--- src/common/dfa_pkg.sv ---
package dfa_pkg;

  // State register width, wide enough for a generated DFA
  localparam int STATE_W = 11;

  // Keyword length in characters
  localparam int PATTERN_LEN = 6;

  // Reached when the whole keyword has matched
  localparam int ACCEPT_STATE = 6;

  // Keyword characters in match order
  localparam logic [7:0] PAT_R = 8'h72;
  localparam logic [7:0] PAT_L = 8'h6c;
  localparam logic [7:0] PAT_O = 8'h6f;
  localparam logic [7:0] PAT_G = 8'h67;
  localparam logic [7:0] PAT_I = 8'h69;
  localparam logic [7:0] PAT_N = 8'h6e;

  // Encoded DFA state
  // 0 is the initial state
  // 1 to 6 give the number of keyword characters matched so far
  typedef logic [STATE_W-1:0] dfa_state_t;

endpackage

--- src/common/stream_pkg.sv ---
package stream_pkg;

  // Stream id width, one state slot per id
  localparam int SID_W = 6;

  // Number of streams tracked
  localparam int NUM_STREAMS = 1 << SID_W;

  // Matching packet counter width
  localparam int COUNT_W = 16;

  // Trailer delay so the commit sees the last character's state and accept
  localparam int EOP_DELAY = 3;

  // Minimum idle cycles after a trailer before the next header
  localparam int TRAILER_GAP = 4;

  // One input beat
  // Header carries sid, data carries chr, trailer carries neither
  typedef struct packed {
    logic             vld;
    logic             hdr;
    logic             trl;
    logic [SID_W-1:0] sid;
    logic [7:0]       chr;
  } beat_t;

  // Commands from the tracker to the matcher
  typedef struct packed {
    logic             load_state;
    logic             new_stream_id;
    logic             enable;
    logic             eop;
    logic             char_in_vld;
    logic [7:0]       char_in;
    logic [SID_W-1:0] stream_id;
  } match_ctl_t;

  // One enable table write
  typedef struct packed {
    logic             we;
    logic [SID_W-1:0] sid;
    logic             en;
  } cfg_t;

endpackage

--- src/rlogin_match/rlogin_dfa.sv ---
module rlogin_dfa (
  input  logic                clk,
  input  logic                rst_n,
  input  logic [7:0]          char_in,
  input  logic                char_in_vld,
  input  dfa_pkg::dfa_state_t state_in,
  input  logic                state_in_vld,
  output dfa_pkg::dfa_state_t state_out,
  output logic                accept_out
);

  // Start point of this cycle's step
  dfa_pkg::dfa_state_t base_state;
  // Result of stepping base_state on char_in
  dfa_pkg::dfa_state_t step_state;

  // Literal keyword transition
  // Mismatch on 'r' restarts at state 1, anything else at 0
  function automatic dfa_pkg::dfa_state_t next_state(
    input dfa_pkg::dfa_state_t cur,
    input logic [7:0]          c
  );
    logic [7:0]          expect_c;
    dfa_pkg::dfa_state_t nxt;
    case (int'(cur))
      0:       expect_c = dfa_pkg::PAT_R;
      1:       expect_c = dfa_pkg::PAT_L;
      2:       expect_c = dfa_pkg::PAT_O;
      3:       expect_c = dfa_pkg::PAT_G;
      4:       expect_c = dfa_pkg::PAT_I;
      5:       expect_c = dfa_pkg::PAT_N;
      default: expect_c = dfa_pkg::PAT_R;
    endcase
    // Past the keyword end there is nothing left to extend
    if ((int'(cur) < dfa_pkg::PATTERN_LEN) && (c == expect_c))
    begin
      nxt = cur + dfa_pkg::dfa_state_t'(1);
    end
    else if (c == dfa_pkg::PAT_R)
    begin
      nxt = dfa_pkg::dfa_state_t'(1);
    end
    else
    begin
      nxt = '0;
    end
    return nxt;
  endfunction

  // A state load in the same cycle as a character is stepped directly
  assign base_state = state_in_vld ? state_in : state_out;
  assign step_state = next_state(base_state, char_in);

  always_ff @(posedge clk)
  begin
    if (!rst_n)
    begin
      state_out  <= '0;
      accept_out <= 1'b0;
    end
    else
    begin
      // Accept is a single cycle pulse
      accept_out <= 1'b0;
      if (char_in_vld)
      begin
        if (step_state == dfa_pkg::dfa_state_t'(dfa_pkg::ACCEPT_STATE))
        begin
          // Full keyword seen, later matches start over
          accept_out <= 1'b1;
          state_out  <= '0;
        end
        else
        begin
          state_out <= step_state;
        end
      end
      else if (state_in_vld)
      begin
        // Restore without a character
        state_out <= state_in;
      end
    end
  end

endmodule

--- src/rlogin_match/rlogin_stream_matcher.sv ---
module rlogin_stream_matcher (
  input  logic                               clk,
  input  logic                               rst_n,
  input  stream_pkg::match_ctl_t             ctl,
  output logic [stream_pkg::COUNT_W-1:0]     count,
  output logic                               fired
);

  // Saved DFA state, one slot per stream
  dfa_pkg::dfa_state_t state_mem [stream_pkg::NUM_STREAMS];

  // Restored state and its strobe
  dfa_pkg::dfa_state_t state_in;
  logic                state_in_vld;

  // DFA input registers
  logic [7:0]          char_in_r;
  logic                char_in_vld_r;
  dfa_pkg::dfa_state_t state_in_r;
  logic                state_in_vld_r;

  // DFA outputs and their registered copies
  dfa_pkg::dfa_state_t state_out;
  logic                accept_out;
  dfa_pkg::dfa_state_t state_out_r;
  logic                accept_out_r;

  // Set once the current packet has matched, committed at eop
  logic                spec_match;

  assign fired = spec_match;

  // Restore at each header
  // New stream starts from the initial state
  always_ff @(posedge clk)
  begin
    if (ctl.load_state)
    begin
      if (ctl.new_stream_id)
        state_in <= '0;
      else
        state_in <= state_mem[ctl.stream_id];
    end
  end

  always_ff @(posedge clk)
  begin
    if (!rst_n)
      state_in_vld <= 1'b0;
    else
      state_in_vld <= ctl.load_state;
  end

  // Save the final state of an enabled stream at eop
  // A disabled stream keeps its slot as it was
  always_ff @(posedge clk)
  begin
    if (ctl.eop && ctl.enable)
      state_mem[ctl.stream_id] <= state_out_r;
  end

  // Packet match flag and the running count
  always_ff @(posedge clk)
  begin
    if (!rst_n)
    begin
      count      <= '0;
      spec_match <= 1'b0;
    end
    else
    begin
      // Fresh packet, fresh flag
      if (ctl.load_state)
        spec_match <= 1'b0;
      // Any number of accepts in one packet counts once
      if (accept_out_r)
        spec_match <= 1'b1;
      if (ctl.eop)
      begin
        if (ctl.enable)
          count <= count + stream_pkg::COUNT_W'(spec_match);
        else
          // Drop the result, state was never saved
          spec_match <= 1'b0;
      end
    end
  end

  // DFA strobes, registered for timing
  always_ff @(posedge clk)
  begin
    if (!rst_n)
    begin
      char_in_vld_r  <= 1'b0;
      state_in_vld_r <= 1'b0;
      accept_out_r   <= 1'b0;
    end
    else
    begin
      char_in_vld_r  <= ctl.char_in_vld;
      state_in_vld_r <= state_in_vld;
      accept_out_r   <= accept_out;
    end
  end

  // DFA data, registered alongside the strobes
  always_ff @(posedge clk)
  begin
    char_in_r   <= ctl.char_in;
    state_in_r  <= state_in;
    state_out_r <= state_out;
  end

  rlogin_dfa u_rlogin_dfa (
    .clk          (clk),
    .rst_n        (rst_n),
    .char_in      (char_in_r),
    .char_in_vld  (char_in_vld_r),
    .state_in     (state_in_r),
    .state_in_vld (state_in_vld_r),
    .state_out    (state_out),
    .accept_out   (accept_out)
  );

endmodule

--- src/hw/stream_tracker.sv ---
module stream_tracker (
  input  logic                   clk,
  input  logic                   rst_n,
  input  stream_pkg::beat_t      beat,
  input  stream_pkg::cfg_t       cfg,
  output stream_pkg::match_ctl_t ctl
);

  // Decoded beat kinds
  logic hdr_beat;
  logic data_beat;
  logic trl_beat;

  // Streams that have had a header since reset
  logic [stream_pkg::NUM_STREAMS-1:0] seen_q;
  // Per-stream enable, written by the config port
  logic [stream_pkg::NUM_STREAMS-1:0] enable_q;

  // Registered controls
  logic                         load_q;
  logic                         new_q;
  logic                         en_q;
  logic                         chr_vld_q;
  logic                         trl_q;
  logic [7:0]                   chr_q;
  logic [stream_pkg::SID_W-1:0] sid_q;

  // Trailer delay line
  logic [stream_pkg::EOP_DELAY-1:0] eop_sr;

  assign hdr_beat  = beat.vld & beat.hdr;
  assign trl_beat  = beat.vld & beat.trl;
  assign data_beat = beat.vld & ~beat.hdr & ~beat.trl;

  // Seen and enable tables
  // All streams start enabled and unseen
  always_ff @(posedge clk)
  begin
    if (!rst_n)
    begin
      seen_q   <= '0;
      enable_q <= '1;
    end
    else
    begin
      // Marked after the new flag was sampled below
      if (hdr_beat)
        seen_q[beat.sid] <= 1'b1;
      if (cfg.we)
        enable_q[cfg.sid] <= cfg.en;
    end
  end

  // Beat decode to one-cycle pulses
  always_ff @(posedge clk)
  begin
    if (!rst_n)
    begin
      load_q    <= 1'b0;
      new_q     <= 1'b0;
      en_q      <= 1'b0;
      chr_vld_q <= 1'b0;
      trl_q     <= 1'b0;
      eop_sr    <= '0;
    end
    else
    begin
      load_q    <= hdr_beat;
      chr_vld_q <= data_beat;
      trl_q     <= trl_beat;
      // Trailer waits for the last character to clear the DFA pipe
      eop_sr    <= {eop_sr[stream_pkg::EOP_DELAY-2:0], trl_q};
      // Lookups held until the delayed eop
      if (hdr_beat)
      begin
        new_q <= ~seen_q[beat.sid];
        en_q  <= enable_q[beat.sid];
      end
    end
  end

  // Character and stream id payload
  always_ff @(posedge clk)
  begin
    chr_q <= beat.chr;
    if (hdr_beat)
      sid_q <= beat.sid;
  end

  assign ctl = '{
    load_state:    load_q,
    new_stream_id: new_q,
    enable:        en_q,
    eop:           eop_sr[stream_pkg::EOP_DELAY-1],
    char_in_vld:   chr_vld_q,
    char_in:       chr_q,
    stream_id:     sid_q
  };

endmodule

--- src/hw/rlogin_scan_top.sv ---
module rlogin_scan_top (
  input  logic                           clk,
  input  logic                           rst_n,
  input  stream_pkg::beat_t              beat,
  input  stream_pkg::cfg_t               cfg,
  output logic [stream_pkg::COUNT_W-1:0] count,
  output logic                           fired
);

  // Tracker commands to the matcher
  stream_pkg::match_ctl_t ctl;

  // Beats in, control pulses out
  stream_tracker u_stream_tracker (
    .clk   (clk),
    .rst_n (rst_n),
    .beat  (beat),
    .cfg   (cfg),
    .ctl   (ctl)
  );

  // Per-stream state around the keyword DFA
  rlogin_stream_matcher u_rlogin_stream_matcher (
    .clk   (clk),
    .rst_n (rst_n),
    .ctl   (ctl),
    .count (count),
    .fired (fired)
  );

endmodule

--- config.mk ---
export PLATFORM = sky130hd
export DESIGN_NAME = rlogin_scan_top
export DESIGN_NICKNAME = d
export VERILOG_FILES = /design/src/common/dfa_pkg.sv /design/src/common/stream_pkg.sv /design/src/rlogin_match/rlogin_dfa.sv /design/src/rlogin_match/rlogin_stream_matcher.sv /design/src/hw/stream_tracker.sv /design/src/hw/rlogin_scan_top.sv
export SDC_FILE = /design/constraint.sdc
export NUM_CORES = 1
export LEC_CHECK = 0
export BUFFER_PORTS_ARGS = -buffer_cell sky130_fd_sc_hd__buf_2
export CAP_MARGIN = 20
export CORE_MARGIN = 8
export CORE_UTILIZATION = 55
export CTS_BUF_LIST = sky130_fd_sc_hd__clkbuf_8
export DETAILED_ROUTE_END_ITERATION = 10
export PLACE_DENSITY_LB_ADDON = 0.15
export SETUP_SLACK_MARGIN = 0.3
export SYNTH_ARGS = -nofsm -noshare
export SYNTH_HDL_FRONTEND = slang
export SYNTH_HIERARCHICAL = 1
export SYNTH_SLANG_ARGS = --single-unit
--- constraint.sdc ---
create_clock -name clk -period 3.4 [get_ports clk]
set_input_delay 0.17 -clock clk [delete_from_list [all_inputs] [get_ports clk]]
set_output_delay 0.17 -clock clk [all_outputs]
set_load 0.005 [all_outputs]
== Word level (Yosys, flattened, before mapping) ==
Memories as Yosys holds them, arrays and structs flattened. A register that Yosys moved wholly into a read port is not among the register bits.
Index checks and enable logic that the tools add are counted.

* RAM bits: 704
* Logic and storage cells: 73
* Bits of input ports: 27
* Output and inout bits: 17
* Register bits: 213
* Memories kept: 1

{| class="wikitable"
|+ Memory list
! name !! depth !! bits a word !! read ports !! clocked after memory_dff !! write ports !! RTL line !! RTL
|-
| u_rlogin_stream_matcher.state_mem || 64 || 11 || 1 || 1 || 1 || rlogin_stream_matcher.sv:10 || <nowiki>dfa_pkg::dfa_state_t state_mem [stream_pkg::NUM_STREAMS];</nowiki>
|}

* Bitwise operators: 8
* Multiplexer cells: 22
* $add $sub $neg: 2
* Reductions and logical operators: 6
* Magnitude comparators: 5
* Eq/ne operators: 8

{| class="wikitable"
|+ Operators with widths
! cell !! number
|-
| $bwmux W64 || 1
|-
| $or A64 B64 Y64 || 1
|-
| $mux W11 || 4
|-
| $eq A11 B3 Y1 const B || 3
|-
| $pmux W5 S5 || 1
|-
| $eq A11 B2 Y1 const B || 2
|-
| $add A16 B1 Y16 || 1
|-
| $lt A6 B7 Y1 const B || 2
|-
| $bmux W1 S6 || 2
|-
| $demux W1 S6 || 2
|-
| $ge A6 B1 Y1 const B || 2
|-
| $mux W1 || 12
|-
| $add A11 B1 Y11 const B || 1
|-
| $eq A11 B1 Y1 const B || 1
|-
| $lt A11 B3 Y1 const B || 1
|-
| $eq A8 B7 Y1 const B || 1
|-
| $eq A8 B8 Y1 || 1
|-
| $and A1 B1 Y1 || 4
|-
| $logic_and A1 B1 Y1 || 4
|-
| $reduce_and A2 Y1 || 2
|-
| $not A1 Y1 || 3
|}

== Logic depth before layout (Yosys ltp) ==
* Word-level depth: 9
* Mapped depth: 12
* Depth with buffers taken out: 9

== Hierarchy ==
The synthesis kept the hierarchy.

{| class="wikitable"
|+ Modules (own cells, without submodules)
! module !! cells each !! sequential area each (um2) !! times used !! area each (um2)
|-
| rlogin_stream_matcher || 1671 || 22491.6 || 1 || 29568.4
|-
| stream_tracker || 671 || 3062.9 || 1 || 6552.5
|-
| rlogin_dfa || 99 || 240.2 || 1 || 825.8
|}

== Least setup slack after synthesis ==
No wires, ideal clock.

* Path kind: register to register
* Start: reg u_rlogin_stream_matcher.state_in_vld_r
* End: reg u_rlogin_stream_matcher.u_rlogin_dfa.state_out[0]
* Data arrival time: 2754 ps
* Path slack: 567 ps
* Required time: 3321 ps
* Path buffers: 3
* Setup time: 79 ps
* Stages on the path, launching flop included: 13
* Clock period less this slack: 2833 ps
* Cell sequence: dfxtp_1 > buf_6 > clkbuf_1 > mux2i_1 > inv_1 > ha_1 > clkbuf_1 > nor3_1 > mux2i_1 > o21ai_0 > o2111ai_1 > a2111o_1 > o211ai_1

* Word-level cells in the longest chain between the ends: 9
* Elaborated cells between the ends (all ways): 15
* Those cells by class: add/sub: 1; order compare: 1; eq/ne: 7; mux: 5; reduce/logical: 1

{| class="wikitable"
|+ Ends and longest elaborated chain
! element !! RTL line !! RTL
|-
| start, declared || rlogin_stream_matcher.sv:20 || <nowiki>logic state_in_vld_r;</nowiki>
|-
| start signal, assigned || rlogin_stream_matcher.sv:101 || <nowiki>state_in_vld_r <= state_in_vld;</nowiki>
|-
| $mux W11 (*) || rlogin_dfa.sv:51 || <nowiki>assign base_state = state_in_vld ? state_in : state_out;</nowiki>
|-
| $eq A11 B3 Y1 (tied with other cells) || rlogin_dfa.sv:25 || <nowiki>case (int'(cur))</nowiki>
|-
| $pmux W5 S5 || rlogin_dfa.sv:25 ||
|-
| $eq A8 B8 Y1 || rlogin_dfa.sv:35 || <nowiki>if ((int'(cur) < dfa_pkg::PATTERN_LEN) && (c == expect_c))</nowiki>
|-
| $logic_and A1 B1 Y1 || rlogin_dfa.sv:35 ||
|-
| $mux W11 || rlogin_dfa.sv:35 ||
|-
| $eq A11 B3 Y1 || rlogin_dfa.sv:67 || <nowiki>if (step_state == dfa_pkg::dfa_state_t'(dfa_pkg::ACCEPT_STATE))</nowiki>
|-
| $mux W11 || rlogin_dfa.sv:67 ||
|-
| $mux W11 (*) || rlogin_dfa.sv:65 || <nowiki>if (char_in_vld)</nowiki>
|-
| end signal, assigned || rlogin_dfa.sv:75 || <nowiki>state_out <= step_state;</nowiki>
|-
| end signal, assigned || rlogin_dfa.sv:81 || <nowiki>state_out <= state_in;</nowiki>
|-
| end, declared || rlogin_dfa.sv:8 || <nowiki>output dfa_pkg::dfa_state_t state_out,</nowiki>
|}

Every way passes the cells marked *; elsewhere a longest branch is shown, timed or not.
A chain may end at the register's enable or synchronous reset.

==> metrics.csv <==
stage,metric,value,unit
global_route,first_global_vias,23200,
synth,most_frequently_used_flop_master_after_synthesis,sky130_fd_sc_hd__edfxtp_1,
worst_setup_path,timing.critical_path.required,3.89,ns
worst_setup_path,number_of_buffer_and_inverter_stages_on_the_critical_path,3,
worst_setup_path,crit_path_max_incr_delay,0.58,ns
timing,worst_clock_skew,0.0272,ns
timing,timing.final.crit_period,3.03,ns
timing,final.hold.worst_slack,0.165,ns
placed_design,detailed_place_hpwl,66600,um
placed_design,detailedPlace.worstSlack,0.323,ns
detailed_routing,routed-via-count,23800,
floorplanning,num_rows,95,
final_layout,final_layout_size_suffix_gt1_share,20.0,%
clock_tree,post-cts-setup-buffer-count,0,
synth,mapped_nets,2474,
min_path,hold_class,input pin to register,
pwr,p_leak,14.9,nW
clock_tree,cts_sinks,928,
timing,totalNegativeSetupSlack,0,ns
detailed_routing,drt-total-wl,105000,um
timing,maxSlewHeadroom,30.4,%
worst_setup_path,worst_path_most_repeated_cell,sky130_fd_sc_hd__buf_12,
synth,yosysSeqAreaShare,69.8,%
worst_setup_path,cp_top_family,compound AO/OA/AOI/OAI gates,
worst_setup_path,cp-start-kind,register,
synth,yosys-top-cells-count,"721 x sky130_fd_sc_hd__edfxtp_1, 207 x sky130_fd_sc_hd__dfxtp_1, 187 x sky130_fd_sc_hd__nor2_1",
synth,synth.ff_latch_count,928,
job,max-cap-violations,0,
synth,synth_top_area_share,58.6,%
synth,edff_count_synth,721,
floorplanning,floorplan.initialDensity,55.3,%
detailed_routing,vias_per_cell,6.49,
floorplanning,pin_count,44,
worst_setup_path,critPathMaxFanout,44,
synth,post_synth_instance_area,0.0369,mm^2
global_route,antenna_found_initial,5,
final_layout,final_net_count,2712,
detailed_routing,drc,0,
synth,yosys.cell_types.count,80,
timing,post-route-period-util,89.1,%
pwr,report.power.total,22.3,mW
synth,asyncSetResetFlopFracSynth,0,%
min_path,worstHoldStart,beat[8],
synth,synth.avg_cell_area,15.1,um^2
worst_setup_path,cp_data_arrival_time,3.52,ns
global_route,grt_pass1_wl,154000,um
timing,grt_setup_unrepaired,yes,
synth,post_synth_inst_count,2441,
synth,yosys_warnings,6,
pwr,power.density,533,mW/mm^2
worst_setup_path,worstReg2RegStart,u_stream_tracker/sid_q[1],
timing,timing.final.setup_violations,0,
placed_design,globalplace.congestion,0.948,
pwr,vdd.ir_drop.worst,0.000332,V
timing,setup_ws,0.370,ns
placed_design,port_buffers,43,
floorplanning,die_area,0.0757,mm^2
detailed_routing,drt_first_pass_iters,7,
clock_tree,cts_tree,yes,
clock_tree,ctsRootBufferMaster,sky130_fd_sc_hd__clkbuf_8,
timing,hold_viol_final,0,
status,run_status,completed,
clock_tree,ctsLongestPathBuffers,3,
detailed_routing,ant_nets,0,
detailed_routing,routed_wire_length_per_instance,28.8,um
global_route,remaining_overflow_grt,0,
timing,final-max-slew-violation-count,0,
clock_tree,clk_pin_slew,0.06,ns
detailed_routing,detailedRoute.firstIterationViolations,3169,
worst_setup_path,timing.critical_path.to_type,register,
timing,timing_worst_slew_pin_value,1.04,ns
timing,clock.fmax,330,MHz
clock_tree,htree_num_levels,4,
clock_tree,cts_inserted_buffers,148,
floorplanning,die_w,275,um
clock_tree,worstSkewPairLatency,0.80,ns
final_layout,final_core_utilization,62.7,%
floorplanning,die_h,275,um
global_route,global_route_usage_sum,27.7,%
floorplanning,fp.coreArea,0.0668,mm^2
synth,yosysMostFrequentCell,sky130_fd_sc_hd__edfxtp_1,
global_route,grt_start_max_net_pins,96,
synth,yosys.area.top_type,sky130_fd_sc_hd__edfxtp_1,
worst_setup_path,crit_path_top_delay_cell,sky130_fd_sc_hd__a222oi_1,
worst_setup_path,criticalPathCategory,register to register,
final_layout,area_growth,13.3,%
worst_setup_path,crit_chain,"buf_12, buf_12, buf_4, mux2_2, a221oi_1, o21ai_0, a222oi_1, a41oi_1",
synth,synth_area_leaders,"sky130_fd_sc_hd__edfxtp_1 59%, sky130_fd_sc_hd__dfxtp_1 11%, sky130_fd_sc_hd__mux2i_1 4.1%, sky130_fd_sc_hd__mux4_2 2.9%, sky130_fd_sc_hd__nor2_1 1.9%",
worst_setup_path,cp-startpoint,u_stream_tracker/sid_q[1],
sequential cells by signal, indices dropped and copies added (netlist names):
register                                         count
u_rlogin_stream_matcher/state_mem                  704
u_stream_tracker/enable_q                           64
u_stream_tracker/seen_q                             64
u_rlogin_stream_matcher/count                       16
u_rlogin_stream_matcher/state_in                    11
u_rlogin_stream_matcher/state_in_r                  11
u_rlogin_stream_matcher/state_out_r                 11
u_rlogin_stream_matcher/u_rlogin_dfa/state_out      11
u_rlogin_stream_matcher/char_in_r                    8
u_stream_tracker/chr_q                               8
u_stream_tracker/sid_q                               6
u_stream_tracker/eop_sr                              3
u_rlogin_stream_matcher/accept_out_r                 1
u_rlogin_stream_matcher/char_in_vld_r                1
u_rlogin_stream_matcher/fired                        1
u_rlogin_stream_matcher/state_in_vld                 1
u_rlogin_stream_matcher/state_in_vld_r               1
u_rlogin_stream_matcher/u_rlogin_dfa/accept_out      1
u_stream_tracker/chr_vld_q                           1
u_stream_tracker/en_q                                1
u_stream_tracker/load_q                              1
u_stream_tracker/new_q                               1
u_stream_tracker/trl_q                               1
cell usage in the layout, fill, tap and decap left out, types with 12 or more instances in the layout:
cell type / n
sky130_fd_sc_hd__a31oi_1: 16
sky130_fd_sc_hd__mux4_1: 15
sky130_fd_sc_hd__and3_1: 40
sky130_fd_sc_hd__nand3_1: 21
sky130_fd_sc_hd__nand3b_1: 12
sky130_fd_sc_hd__dlygate4sd3_1: 42
sky130_fd_sc_hd__o311ai_0: 31
sky130_fd_sc_hd__o21a_1: 66
sky130_fd_sc_hd__a22o_1: 13
sky130_fd_sc_hd__dfxtp_1: 196
sky130_fd_sc_hd__buf_4: 174
sky130_fd_sc_hd__o21ai_0: 114
sky130_fd_sc_hd__mux2_2: 57
sky130_fd_sc_hd__mux4_2: 48
sky130_fd_sc_hd__a211oi_1: 12
sky130_fd_sc_hd__o22ai_1: 30
sky130_fd_sc_hd__edfxtp_1: 721
sky130_fd_sc_hd__nand2_1: 84
sky130_fd_sc_hd__a221oi_1: 49
sky130_fd_sc_hd__and2_1: 27
sky130_fd_sc_hd__buf_2: 42
sky130_fd_sc_hd__clkinv_1: 17
sky130_fd_sc_hd__nor2_1: 185
sky130_fd_sc_hd__mux2i_1: 151
sky130_fd_sc_hd__inv_1: 74
sky130_fd_sc_hd__a22oi_1: 54
sky130_fd_sc_hd__a21oi_1: 97
sky130_fd_sc_hd__clkbuf_8: 161
per-layer routing:
layer,vias up,global-route usage [%],part of all wire (%)
met1,11900,37.5,39
met5,-,0.920,0.11
met2,1501,42.2,45
met4,6,12.1,4.3
li1,10100,-,-
met3,284,7.36,11
metrics by stage:
step / std cells / area [um^2]
3_5_place_dp: 3359 / 38700
6_report: 3664 / 41900
4_1_cts: 3661 / 41800
3_3_place_gp: 3359 / 38700
2_1_floorplan: 2441 / 36900
5_1_grt: 3663 / 41900
layout make-up:
class	instances	area, um^2
Clock inverter	99	484
Inverter	14	52.6
Timing Repair Buffer	267	2120
Multi-Input combinational cell	1320	10100
Fill cell	4935	24900
Tap cell	873	1090
Sequential cell	928	25800
Antenna cell	2	5.00
Clock buffer	161	2220
final timing paths:
kind	to	slack (ns)	cells after the start
worst max-delay path	u_rlogin_stream_matcher/state_in[7]	0.37	8
worst min-delay path	u_stream_tracker/sid_q[0]	0.17	2
worst max register to register	u_rlogin_stream_matcher/state_in[7]	0.37	8
worst min register to register	u_rlogin_stream_matcher/char_in_r[0]	0.33	0
power breakdown:
part,internal [mW],leakage [nW],switching (mW)
clock,4.50,1.61,4.26
combinational,0.489,4.86,0.867
sequential,12.1,8.40,0.0692
cell families after synthesis:
group	count (synthesis)	synth area share (%)
AOI/OAI and AO/OA	572	10.7
and+or+nand+nor	454	5.96
xor gates and xnor gates	13	0.308
buffers and inverters	193	3.00
adders and majority gates	6	0.203
DFF	928	69.8
muxes	275	9.97
repair_timing:
item / CTS / global route
resized for setup: 1 / 4
endpoints found under the hold margin: 103 / 0
endpoints found under the setup margin: 3 / 34
cloned: 0 / 0
pin swaps: 0 / 0
hold buffers: 42 / 0
No activity file was read; power rests on OpenSTA's default activity.
